## src/include/hwpe_settings.svh

```systemverilog
`ifndef HWPE_SETTINGS_SVH
`define HWPE_SETTINGS_SVH

// number of cores that receive the completion event
`define HWPE_N_CORES 8

// width of the configuration bus transaction id
`define HWPE_ID_WIDTH 8

// lane accumulator width, wide enough for 256 full-scale products
`define HWPE_ACC_WIDTH 40

// register byte offsets, decoded on the low address byte
`define HWPE_REG_TRIGGER 8'h00
`define HWPE_REG_STATUS 8'h04
`define HWPE_REG_X_ADDR 8'h08
`define HWPE_REG_W_ADDR 8'h0C
`define HWPE_REG_LEN 8'h10
`define HWPE_REG_RES_ADDR 8'h14

`endif

```

## src/source/hwpe_package.sv

```systemverilog
`default_nettype none

`include "hwpe_settings.svh"

package hwpe_package;

  // one 32-bit memory or register word
  typedef logic [31:0] word_t;

  // signed lane accumulator
  typedef logic signed [`HWPE_ACC_WIDTH-1:0] acc_t;

  // external configuration bus, wen high means a read as on the cluster peripheral bus
  typedef struct packed {
    logic                      req;
    word_t                     add;
    logic                      wen;
    logic [3:0]                be;
    word_t                     wdata;
    logic [`HWPE_ID_WIDTH-1:0] id;
  } cfg_req_t;

  typedef struct packed {
    logic                      gnt;
    word_t                     r_rdata;
    logic                      r_valid;
    logic [`HWPE_ID_WIDTH-1:0] r_id;
  } cfg_rsp_t;

  // the same bus with the field names the engine uses internally
  typedef struct packed {
    logic                      req;
    word_t                     add;
    logic                      wen;
    logic [3:0]                be;
    word_t                     data;
    logic [`HWPE_ID_WIDTH-1:0] id;
  } periph_req_t;

  typedef struct packed {
    logic                      gnt;
    word_t                     r_data;
    logic                      r_valid;
    logic [`HWPE_ID_WIDTH-1:0] r_id;
  } periph_rsp_t;

  // memory master port, wen high is a read and low is a write
  typedef struct packed {
    logic  req;
    word_t add;
    logic  wen;
    word_t data;
  } tcdm_req_t;

  typedef struct packed {
    logic  gnt;
    word_t r_data;
    logic  r_valid;
  } tcdm_rsp_t;

  // job as programmed through the register file, len counts 32-bit words
  typedef struct packed {
    word_t x_addr;
    word_t w_addr;
    word_t len;
    word_t res_addr;
  } job_cfg_t;

  // command to one multiply-accumulate lane
  typedef struct packed {
    logic               clear;
    logic               enable;
    logic signed [15:0] x;
    logic signed [15:0] w;
  } lane_op_t;

endpackage

`default_nettype wire

```

## src/source/mac_lane.sv

```systemverilog
`default_nettype none

module mac_lane
(
  input  logic                   clk,
  input  logic                   arst_n,
  input  hwpe_package::lane_op_t op,
  output hwpe_package::acc_t     acc
);

  // full-precision product of two signed halves
  logic signed [31:0] prod;

  assign prod = $signed(op.x) * $signed(op.w);

  // the cast sign-extends the product to the accumulator width
  always_ff @(posedge clk or negedge arst_n)
  begin
    if (!arst_n)
      acc <= '0;
    else if (op.clear)
      acc <= '0;
    else if (op.enable)
      acc <= acc + hwpe_package::acc_t'(prod);
  end

  // the controller clears only between jobs and feeds only inside one
  a_op_exclusive: assert property (@(posedge clk) disable iff (!arst_n)
    !(op.clear && op.enable));

endmodule

`default_nettype wire

```

## src/source/dot_reduce.sv

```systemverilog
`default_nettype none

module dot_reduce
(
  input  hwpe_package::acc_t  acc_lo,
  input  hwpe_package::acc_t  acc_hi,
  output hwpe_package::word_t result
);

  // one bit wider than a lane so the sum itself cannot wrap
  localparam int SUM_W = $bits(hwpe_package::acc_t) + 1;

  logic signed [SUM_W-1:0] sum;
  logic                    fits;

  // both operands are signed, so they are sign-extended to the sum width
  assign sum = acc_lo + acc_hi;

  // the sum fits in 32 bits when every bit above bit 30 repeats the sign
  assign fits = (sum[SUM_W-1:31] == '0) || (sum[SUM_W-1:31] == '1);

  always_comb
  begin
    if (fits)
      result = sum[31:0];
    else if (sum[SUM_W-1])
      // below the signed 32-bit range
      result = 32'h8000_0000;
    else
      // above the signed 32-bit range
      result = 32'h7fff_ffff;
  end

endmodule

`default_nettype wire

```

## src/source/hwpe_ctrl.sv

```systemverilog
`default_nettype none

`include "hwpe_settings.svh"

module hwpe_ctrl
#(
  parameter int N_CORES = `HWPE_N_CORES
)
(
  input  logic                      clk,
  input  logic                      arst_n,
  input  hwpe_package::periph_req_t periph_req,
  output hwpe_package::periph_rsp_t periph_rsp,
  output hwpe_package::tcdm_req_t   tcdm_req,
  input  hwpe_package::tcdm_rsp_t   tcdm_rsp,
  output hwpe_package::lane_op_t    lane_lo,
  output hwpe_package::lane_op_t    lane_hi,
  input  hwpe_package::word_t       result,
  output logic [N_CORES-1:0][1:0]   evt,
  output logic                      busy
);

  // st_done is the single cycle after the result write grant, where the event fires
  typedef enum logic [2:0] {
    st_idle,
    st_read_x,
    st_read_w,
    st_accum,
    st_write,
    st_done
  } state_t;

  state_t                           state;
  hwpe_package::job_cfg_t           cfg;
  hwpe_package::word_t              cnt;
  hwpe_package::word_t              x_word;
  hwpe_package::word_t              rd_mux;
  hwpe_package::word_t              rsp_data;
  logic                             rsp_valid;
  logic [$bits(periph_req.id)-1:0]  rsp_id;
  logic [7:0]                       reg_off;
  logic                             reg_wr;
  logic                             start;

  // only the low address byte selects a register
  assign reg_off = periph_req.add[7:0];
  assign reg_wr  = periph_req.req && !periph_req.wen;
  assign busy    = (state != st_idle) && (state != st_done);
  // a trigger is honoured only between jobs
  assign start   = reg_wr && (reg_off == `HWPE_REG_TRIGGER) && !busy;

  always_comb
  begin
    case (reg_off)
      `HWPE_REG_STATUS:   rd_mux = {31'b0, busy};
      `HWPE_REG_X_ADDR:   rd_mux = cfg.x_addr;
      `HWPE_REG_W_ADDR:   rd_mux = cfg.w_addr;
      `HWPE_REG_LEN:      rd_mux = cfg.len;
      `HWPE_REG_RES_ADDR: rd_mux = cfg.res_addr;
      default:            rd_mux = '0;
    endcase
  end

  // every request is granted at once, the response follows one cycle later
  always_comb
  begin
    periph_rsp.gnt     = periph_req.req;
    periph_rsp.r_data  = rsp_data;
    periph_rsp.r_valid = rsp_valid;
    periph_rsp.r_id    = rsp_id;
  end

  always_ff @(posedge clk or negedge arst_n)
  begin
    if (!arst_n)
    begin
      cfg       <= '0;
      rsp_valid <= 1'b0;
      rsp_id    <= '0;
      rsp_data  <= '0;
    end
    else
    begin
      rsp_valid <= periph_req.req;
      rsp_id    <= periph_req.id;
      // write responses carry no data
      rsp_data  <= periph_req.wen ? rd_mux : '0;
      // the job registers are frozen while a job runs
      if (reg_wr && !busy)
      begin
        case (reg_off)
          `HWPE_REG_X_ADDR:   cfg.x_addr   <= periph_req.data;
          `HWPE_REG_W_ADDR:   cfg.w_addr   <= periph_req.data;
          `HWPE_REG_LEN:      cfg.len      <= periph_req.data;
          `HWPE_REG_RES_ADDR: cfg.res_addr <= periph_req.data;
          default:            cfg          <= cfg;
        endcase
      end
    end
  end

  always_ff @(posedge clk or negedge arst_n)
  begin
    if (!arst_n)
    begin
      state <= st_idle;
      cnt   <= '0;
    end
    else
    begin
      case (state)
        st_idle, st_done:
        begin
          cnt <= '0;
          // a zero length job goes straight to writing the cleared sum
          if (start)
            state <= (cfg.len == '0) ? st_write : st_read_x;
          else
            state <= st_idle;
        end
        st_read_x:
          if (tcdm_rsp.gnt)
            state <= st_read_w;
        st_read_w:
          if (tcdm_rsp.gnt)
            state <= st_accum;
        st_accum:
          if (tcdm_rsp.r_valid)
          begin
            cnt   <= cnt + 32'd1;
            state <= (cnt + 32'd1 == cfg.len) ? st_write : st_read_x;
          end
        st_write:
          if (tcdm_rsp.gnt)
            state <= st_done;
        default:
          state <= st_idle;
      endcase
    end
  end

  // the x data returns in the first st_read_w cycle, one cycle after its grant
  always_ff @(posedge clk or negedge arst_n)
  begin
    if (!arst_n)
      x_word <= '0;
    else if (state == st_read_w && tcdm_rsp.r_valid)
      x_word <= tcdm_rsp.r_data;
  end

  // fields depend only on state and job registers, so they hold until the grant
  always_comb
  begin
    tcdm_req.req  = 1'b0;
    tcdm_req.add  = '0;
    tcdm_req.wen  = 1'b1;
    tcdm_req.data = '0;
    case (state)
      st_read_x:
      begin
        tcdm_req.req = 1'b1;
        tcdm_req.add = cfg.x_addr + {cnt[29:0], 2'b00};
      end
      st_read_w:
      begin
        tcdm_req.req = 1'b1;
        tcdm_req.add = cfg.w_addr + {cnt[29:0], 2'b00};
      end
      st_write:
      begin
        // the last lane update landed before this state was entered
        tcdm_req.req  = 1'b1;
        tcdm_req.add  = cfg.res_addr;
        tcdm_req.wen  = 1'b0;
        tcdm_req.data = result;
      end
      default:
        tcdm_req.req = 1'b0;
    endcase
  end

  // lanes are cleared on the trigger and fed when the w word arrives
  always_comb
  begin
    lane_lo.clear  = start;
    lane_lo.enable = (state == st_accum) && tcdm_rsp.r_valid;
    lane_lo.x      = x_word[15:0];
    lane_lo.w      = tcdm_rsp.r_data[15:0];
    lane_hi.clear  = start;
    lane_hi.enable = (state == st_accum) && tcdm_rsp.r_valid;
    lane_hi.x      = x_word[31:16];
    lane_hi.w      = tcdm_rsp.r_data[31:16];
  end

  // only bit 0 of each core is used for the completion event
  always_comb
  begin
    for (int i = 0; i < N_CORES; i++)
      evt[i] = {1'b0, state == st_done};
  end

  a_tcdm_stable: assert property (@(posedge clk) disable iff (!arst_n)
    tcdm_req.req && !tcdm_rsp.gnt |=> $stable(tcdm_req));

  a_evt_after_busy: assert property (@(posedge clk) disable iff (!arst_n)
    (|evt) |-> $past(busy));

endmodule

`default_nettype wire

```

## src/source/hwpe_subsystem.sv

```systemverilog
`default_nettype none

`include "hwpe_settings.svh"

module hwpe_subsystem
#(
  parameter int N_CORES = `HWPE_N_CORES
)
(
  input  logic                      clk,
  input  logic                      arst_n,
  input  hwpe_package::cfg_req_t    cfg_req,
  output hwpe_package::cfg_rsp_t    cfg_rsp,
  output hwpe_package::tcdm_req_t   tcdm_req,
  input  hwpe_package::tcdm_rsp_t   tcdm_rsp,
  output logic [N_CORES-1:0][1:0]   evt,
  output logic                      busy
);

  hwpe_package::periph_req_t periph_req;
  hwpe_package::periph_rsp_t periph_rsp;
  hwpe_package::lane_op_t    lane_lo;
  hwpe_package::lane_op_t    lane_hi;
  hwpe_package::acc_t        acc_lo;
  hwpe_package::acc_t        acc_hi;
  hwpe_package::word_t       result;

  // field renaming between the cluster bus and the engine's peripheral port
  always_comb
  begin
    periph_req.req  = cfg_req.req;
    periph_req.add  = cfg_req.add;
    periph_req.wen  = cfg_req.wen;
    periph_req.be   = cfg_req.be;
    periph_req.data = cfg_req.wdata;
    periph_req.id   = cfg_req.id;
  end

  always_comb
  begin
    cfg_rsp.gnt     = periph_rsp.gnt;
    cfg_rsp.r_rdata = periph_rsp.r_data;
    cfg_rsp.r_valid = periph_rsp.r_valid;
    cfg_rsp.r_id    = periph_rsp.r_id;
  end

  hwpe_ctrl #(
    .N_CORES    ( N_CORES    )
  ) u_ctrl (
    .clk        ( clk        ),
    .arst_n     ( arst_n     ),
    .periph_req ( periph_req ),
    .periph_rsp ( periph_rsp ),
    .tcdm_req   ( tcdm_req   ),
    .tcdm_rsp   ( tcdm_rsp   ),
    .lane_lo    ( lane_lo    ),
    .lane_hi    ( lane_hi    ),
    .result     ( result     ),
    .evt        ( evt        ),
    .busy       ( busy       )
  );

  // low lane takes bits 15:0 of each word, high lane bits 31:16
  mac_lane u_lane_lo (
    .clk    ( clk     ),
    .arst_n ( arst_n  ),
    .op     ( lane_lo ),
    .acc    ( acc_lo  )
  );

  mac_lane u_lane_hi (
    .clk    ( clk     ),
    .arst_n ( arst_n  ),
    .op     ( lane_hi ),
    .acc    ( acc_hi  )
  );

  dot_reduce u_reduce (
    .acc_lo ( acc_lo ),
    .acc_hi ( acc_hi ),
    .result ( result )
  );

endmodule

`default_nettype wire

```

## config.mk

```make
export PLATFORM = sky130hd
export DESIGN_NAME = hwpe_subsystem
export DESIGN_NICKNAME = d
export VERILOG_FILES = /design/src/source/hwpe_package.sv /design/src/source/mac_lane.sv /design/src/source/dot_reduce.sv /design/src/source/hwpe_ctrl.sv /design/src/source/hwpe_subsystem.sv
export VERILOG_INCLUDE_DIRS = /design/src /design/src/include
export SDC_FILE = /design/constraint.sdc
export NUM_CORES = 2
export LEC_CHECK = 0
export BUFFER_PORTS_ARGS = -buffer_cell sky130_fd_sc_hd__buf_2
export CAP_MARGIN = 10
export CORE_ASPECT_RATIO = 0.9
export CORE_MARGIN = 5
export CORE_UTILIZATION = 55
export DETAILED_ROUTE_END_ITERATION = 7
export PLACE_DENSITY = 0.73
export SETUP_SLACK_MARGIN = 0.4
export SLEW_MARGIN = 30
export SYNTH_ARGS = -nofsm -noshare
export SYNTH_HDL_FRONTEND = slang
export SYNTH_SLANG_ARGS = --single-unit
export TNS_END_PERCENT = 1
```

## constraint.sdc

```tcl
create_clock -name clk -period 7.6 [get_ports clk]
set_input_delay 0.38 -clock clk [delete_from_list [all_inputs] [get_ports clk]]
set_output_delay 0.38 -clock clk [all_outputs]
set_load 0.02 [all_outputs]
```

# Word level (Yosys, flattened, before mapping)

Cells that the tools add are included.

Add/subtract/negate cells: 6
$mul: 2
Div/mod/pow operators: 0
$lt $le $gt $ge: 0
Eq/ne operators: 17
Shift operators: 0
Muxes and demuxes: 21
Bitwise gates (word level): 0
Reduce and logical (&&, ||, !) cells: 25

Operator list:

| operator                | number |
|---|---|
| $mux W40                | 4 |
| $pmux W32 S5            | 1 |
| $mux W32                | 4 |
| $pmux W32 S3            | 1 |
| $add A40 B32 Y40        | 2 |
| $add A32 B32 Y32        | 2 |
| $mul A16 B16 Y32        | 2 |
| $pmux W32 S2            | 1 |
| $add A40 B40 Y41        | 1 |
| $mux W33                | 1 |
| $add A32 B1 Y32 const B | 1 |
| $eq A32 B32 Y1          | 1 |
| $logic_not A32 Y1       | 1 |
| $mux W3                 | 7 |
| $eq A8 B4 Y1 const B    | 2 |
| $eq A8 B5 Y1 const B    | 2 |
| $pmux W3 S5             | 1 |
| $eq A10 B10 Y1 const B  | 1 |
| $logic_not A10 Y1       | 1 |
| $reduce_and A2 Y1       | 5 |
| $eq A8 B3 Y1 const B    | 1 |
| $logic_not A8 Y1        | 1 |
| $ne A2 B2 Y1 const B    | 4 |
| $logic_and A1 B1 Y1     | 7 |
| other kinds (13)        | 17 |

Flip-flop bits (word level): 316
Latch bits: 0
Bits in writable memories: 0
ROM bits: 0
Logic and storage cells: 83
Memories kept: 0

# Logic depth before layout (Yosys ltp)

Depth after elaboration: 6
Depth in mapped cells: 27
Depth with buffers taken out: 25

# Hierarchy

From an unflattened synthesis, not the netlist that was laid out.

Cell total of the unflattened synthesis: 4783
Area total of the unflattened synthesis: 45208.4 um2

Modules (own cells, without submodules):

| module               | times used | cells each | area each (um2) |
|---|---|---|---|
| mac_lane (u_lane_lo) | 1          | 1528       | 14182.4 |
| mac_lane (u_lane_hi) | 1          | 1524       | 14037.2 |
| hwpe_ctrl            | 1          | 1313       | 14033.5 |
| dot_reduce           | 1          | 418        | 2955.3 |

# Worst setup path before layout

No wires, ideal clock.

Kind: flip-flop to flip-flop
Start: register u_ctrl.x_word[31]
End: register u_lane_hi.acc[37]
Library setup time: 0.138 ns
Arrival time: 6.565 ns
Required time: 7.462 ns
Path slack: 0.897 ns
Cell stages (with the launch flop): 26
Buffers on the path: 1
Cells stage by stage: dfrtp_1 > clkbuf_1 > nand2_1 > inv_1 > fa_1 > fa_1 > inv_1 > fa_1 > inv_1 > fa_1 > fa_1 > inv_1 > fa_1 > inv_1 > ha_1 > a21o_1 > a21o_1 > o311ai_0 > a21oi_1 > nor3_1 > a31oi_1 > o31ai_1 > nand2b_1 > a21oi_1 > xor2_1 > o22ai_1

Longest elaborated chain between the ends: 4

Ends and longest elaborated chain:

| element                | RTL line         | source |
|---|---|---|
| from (decl)            | hwpe_ctrl.sv:36  | `hwpe_package::word_t x_word;` |
| from (signal assigned) | hwpe_ctrl.sv:148 | `x_word <= tcdm_rsp.r_data;` |
| $mul A16 B16 Y32       | mac_lane.sv:14   | `assign prod = $signed(op.x) * $signed(op.w);` |
| $add A40 B32 Y40       | mac_lane.sv:24   | `acc <= acc + hwpe_package::acc_t'(prod);` |
| $mux W40               | mac_lane.sv:23   | `else if (op.enable)` |
| $mux W40               | mac_lane.sv:21   | `else if (op.clear)` |
| to (signal assigned)   | mac_lane.sv:24   |  |
| to (decl)              | mac_lane.sv:8    | `output hwpe_package::acc_t acc` |

Every way passes these cells. The select of a mux whose other input is x is not followed.
A chain may end at the register's enable or synchronous reset.

# Worst setup path in the final report

Start: register u_ctrl.x_word[15]
End: register u_lane_lo.acc[38]

Longest elaborated chain between the ends: 4

Ends and longest elaborated chain:

| element              | RTL line |
|---|---|
| $mul A16 B16 Y32     | mac_lane.sv:14 |
| $add A40 B32 Y40     | mac_lane.sv:24 |
| $mux W40             | mac_lane.sv:23 |
| $mux W40             | mac_lane.sv:21 |
| to (signal assigned) | mac_lane.sv:24 |
| to (decl)            | mac_lane.sv:8 |

Every way passes these cells. The select of a mux whose other input is x is not followed.

==> results.sh <==
export IMPL_rsz0062_at_grt="yes"
export IMPL_worstMarginPinSlew_ps=946
export IMPL_antenna_found_initial=6
export IMPL_startpoint_type="flop"
export IMPL_routed_wl_mm=104
export IMPL_rows=97
export IMPL_avgSynthCellArea_um2=9.42
export IMPL_min_delay_start="cfg_req[38]"
export IMPL_dr_pass1_iters=5
export IMPL_finalClockSkew_ps=23.5
export IMPL_synthTopCellsByCount="inv_1 (841), fa_1 (662), nand2_1 (495), dfrtp_1 (316), ha_1 (300)"
export IMPL_path_delay_family="adder cells"
export IMPL_yosys_top_cells_area="fa_1 (31%), dfrtp_1 (18%), ha_1 (8.7%)"
export IMPL_place_congestion=0.893
export IMPL_reg2reg_to="u_lane_lo.acc[38]$_DFFE_PN0P_"
export IMPL_synth_area_leader_cell="fa_1"
export IMPL_critPathSlowestCell="fa_1"
export IMPL_drc=0
export IMPL_hold_violations=0
export IMPL_area_growth_pct=8.47
export IMPL_fin_crit_sh_pct=91.7
export IMPL_wl_per_cell_um=18.1
export IMPL_via_count=32154
export IMPL_critPathMaxStageDelay_ps=660
export IMPL_nNetsFinal=5770
export IMPL_ys_ff_latch=316
export IMPL_clock_path_buffers=3
export IMPL_dieHeight_um=275
export IMPL_drive_gt1_share_pct=12.2
export IMPL_yosysSeqAreaShare_pct=18.4
export IMPL_portBuffers=202
export IMPL_cts_root_buffer="clkbuf_16"
export IMPL_fmax_ghz=0.143
export IMPL_grt_max_degree=149
export IMPL_synth_warnings=0
export IMPL_die_width_um=305
export IMPL_async_reset_ff_share_pct=100
export IMPL_tns_ps=0
export IMPL_path_cells="nand2_1 > inv_1 > fa_2 > fa_1 > clkinvlp_4 > fa_1 > inv_1 > fa_1 > fa_1 > inv_1 > fa_1 > inv_1 > ha_1 > nand4_1 > or3_1 > nor2_1 > nand4b_1 > nand3_1 > a21o_1 > a41o_1 > a41oi_1 > a21oi_1 > xnor2_1 > o22ai_1"
export IMPL_core_area_um2=77700
export IMPL_setup_worst_path_end_class="flop"
export IMPL_seqCellArea_um2=7930
export IMPL_synth_most_common_cell="inv_1"
export IMPL_relSlewSlack_pct=36.7
export IMPL_grt_usage_pct=25.5
export IMPL_fillers=6777
export IMPL_min_to="u_ctrl.cfg[62]$_DFFE_PN0P_"
export IMPL_htree_levels=2
export IMPL_initial_utilization_pct=55.3
export IMPL_final_setup_viol_count=0
export IMPL_critical_path_buf_inv_count=5
export IMPL_die_area_um2=83900
export IMPL_clock_sinks=316
export IMPL_syn_area_um2=43000
export IMPL_arrival_ps=7400
export IMPL_clk_insertion_delay_late_ps=590
export IMPL_cts_buffers_inserted=41
export IMPL_reg2reg_from="u_ctrl.x_word[15]$_DFFE_PN0P_"
export IMPL_path_clk_slew_ps=60
export IMPL_maxCapViolCount=0
export IMPL_via_per_inst=5.58
export IMPL_synthFlopType="dfrtp_1"
export IMPL_grt_pass1_wl_mm=175
export IMPL_cp_required_ps=8030
export IMPL_synth_edf_count=0
export IMPL_synth_top_area_share_pct=30.8
export IMPL_ios=239
export IMPL_multi_input_area_um2=31300
export IMPL_min_path_type="in -> reg"
export IMPL_cts_tree="built"
export IMPL_syn_inst=4566
export IMPL_status="completed"
export IMPL_reg2reg_depth=24
export IMPL_grt_ovfl_total=0
export IMPL_dp_final_hpwl_mm=82.1
export IMPL_drv_slew=0
export IMPL_worst_path_max_fanout=7
export IMPL_synthDistinctLibCells=79
export IMPL_r2r_setup_slack_ps=630
export IMPL_path_common_cell="fa_1"
export IMPL_grt_pass1_vias=34274
export IMPL_fin_crit_ps=6970
export IMPL_path_class="reg -> reg"
export IMPL_whs_path_depth=2
export IMPL_drtIter0Drc=1919
export IMPL_antenna_left=0
-- cell usage in the layout, fill, tap and decap left out, drive strengths merged, types with 15 or more instances in the layout --
master | synthesis | routed
nor3 | 36 | 36
xor2 | 71 | 71
clkbuf | 146 | 57
nor2 | 176 | 176
o22ai | 39 | 39
ha | 300 | 300
nand4 | 22 | 22
nand2b | 29 | 29
mux2i | 67 | 67
a21oi | 170 | 170
o31ai | 25 | 25
and2 | 236 | 236
nand3 | 41 | 41
nand2 | 495 | 495
dfrtp | 316 | 316
inv | 841 | 843
fa | 662 | 662
o22a | 31 | 31
o21bai | 21 | 21
o21a | 21 | 21
a211oi | 16 | 16
nor4 | 15 | 15
and3 | 26 | 26
mux2 | 189 | 189
buf | 45 | 259
o21ai | 198 | 198
a21o | 64 | 64
xnor2 | 127 | 127
-- flip-flops by register name, summed over array words and instances, names as in the netlist --
name              cells
u_ctrl.cfg          128
u_ctrl.cnt           32
u_ctrl.rsp_data      32
u_ctrl.rsp_id         8
u_ctrl.rsp_valid      1
u_ctrl.state          3
u_ctrl.x_word        32
u_lane_hi.acc        40
u_lane_lo.acc        40
-- metal layers --
metal  wire length, um  global-route usage, %
met5                41                      0
met4              2740                   6.67
met2             51800                   44.8
met1             44500                   34.0
met3              5300                   3.28
-- what timing repair did --
| item | CTS | global route |
|---|---|---|
| pin swaps | 0 | 2 |
| setup buffers | 0 | 5 |
| hold endpoints to repair | 122 | 0 |
| gates resized for setup | 1 | 29 |
| hold buffers | 10 | 0 |
| endpoints found under the setup margin | 2 | 13 |
-- area by class of cell --
class / count / share of cell area, %
Antenna cell: 2 / 0.0107
Clock buffer: 57 / 2.59
Clock inverter: 17 / 0.343
Inverter: 841 / 6.78
Multi-Input combinational cell: 3225 / 67.1
Sequential cell: 316 / 17.0
Tap cell: 1039 / 2.79
Timing Repair Buffer: 269 / 3.42
-- worst reg2reg max path, stage by stage, from the launching register on --
cell and delay (ps):
dfrtp_2 450, nand2_1 150, inv_1 90, fa_2 570, fa_1 660, clkinvlp_4 240
fa_1 540, inv_1 60, fa_1 490, fa_1 500, inv_1 50, fa_1 480
inv_1 50, ha_1 370, nand4_1 160, or3_1 440, nor2_1 120, nand4b_1 200
nand3_1 170, a21o_1 190, a41o_1 230, a41oi_1 160, a21oi_1 210, xnor2_1 140
o22ai_1 90
-- how the worst max path moves through the flow --
stage | start | to | slack, ps | cells after the start
floorplan | u_ctrl.x_word[31]$_DFFE_PN0P_ | u_lane_hi.acc[37]$_DFFE_PN0P_ | 900 | 25
global placement | tcdm_rsp[20] | u_lane_hi.acc[37]$_DFFE_PN0P_ | 450 | 24
detailed placement | tcdm_rsp[24] | u_lane_hi.acc[37]$_DFFE_PN0P_ | 360 | 23
CTS | u_ctrl.x_word[25]$_DFFE_PN0P_ | u_lane_hi.acc[38]$_DFFE_PN0P_ | 400 | 24
global route | u_ctrl.x_word[15]$_DFFE_PN0P_ | u_lane_lo.acc[38]$_DFFE_PN0P_ | 250 | 24
finish | u_ctrl.x_word[15]$_DFFE_PN0P_ | u_lane_lo.acc[38]$_DFFE_PN0P_ | 630 | 24
-- cells by family (layout without fill, tap and decap cells) --
family                   Yosys count  count (layout)  synth area share, %
AND/OR/NAND/NOR                 1127            1127                 12.5
flip-flops                       316             316                 18.4
AO/OA/AOI/OAI                    674             674                 9.81
multiplexers                     256             256                 6.51
buffers and inverters           1032            1184                 9.19
other                              1              10              0.00872
adder cells (fa/ha/maj)          962             962                 39.6
XOR/XNOR                         198             198                 4.03
-- metrics by stage --
stage          util, %  area [um2]  worst slack, ps  hold slack (ps)  cells
6_report          60.0       46600              628             68.1   5766
4_1_cts           59.8       46500              395             31.2   5757
3_5_place_dp      57.9       45000              364              490   5673
3_3_place_gp      57.9       45000              448              488   5673
2_1_floorplan        -       43000              897             84.4   4573
5_1_grt           60.0       46600              253             63.1   5765
Power is not shown: default switching activity piles up to over one toggle a cycle in this logic, so the estimate is an artifact.
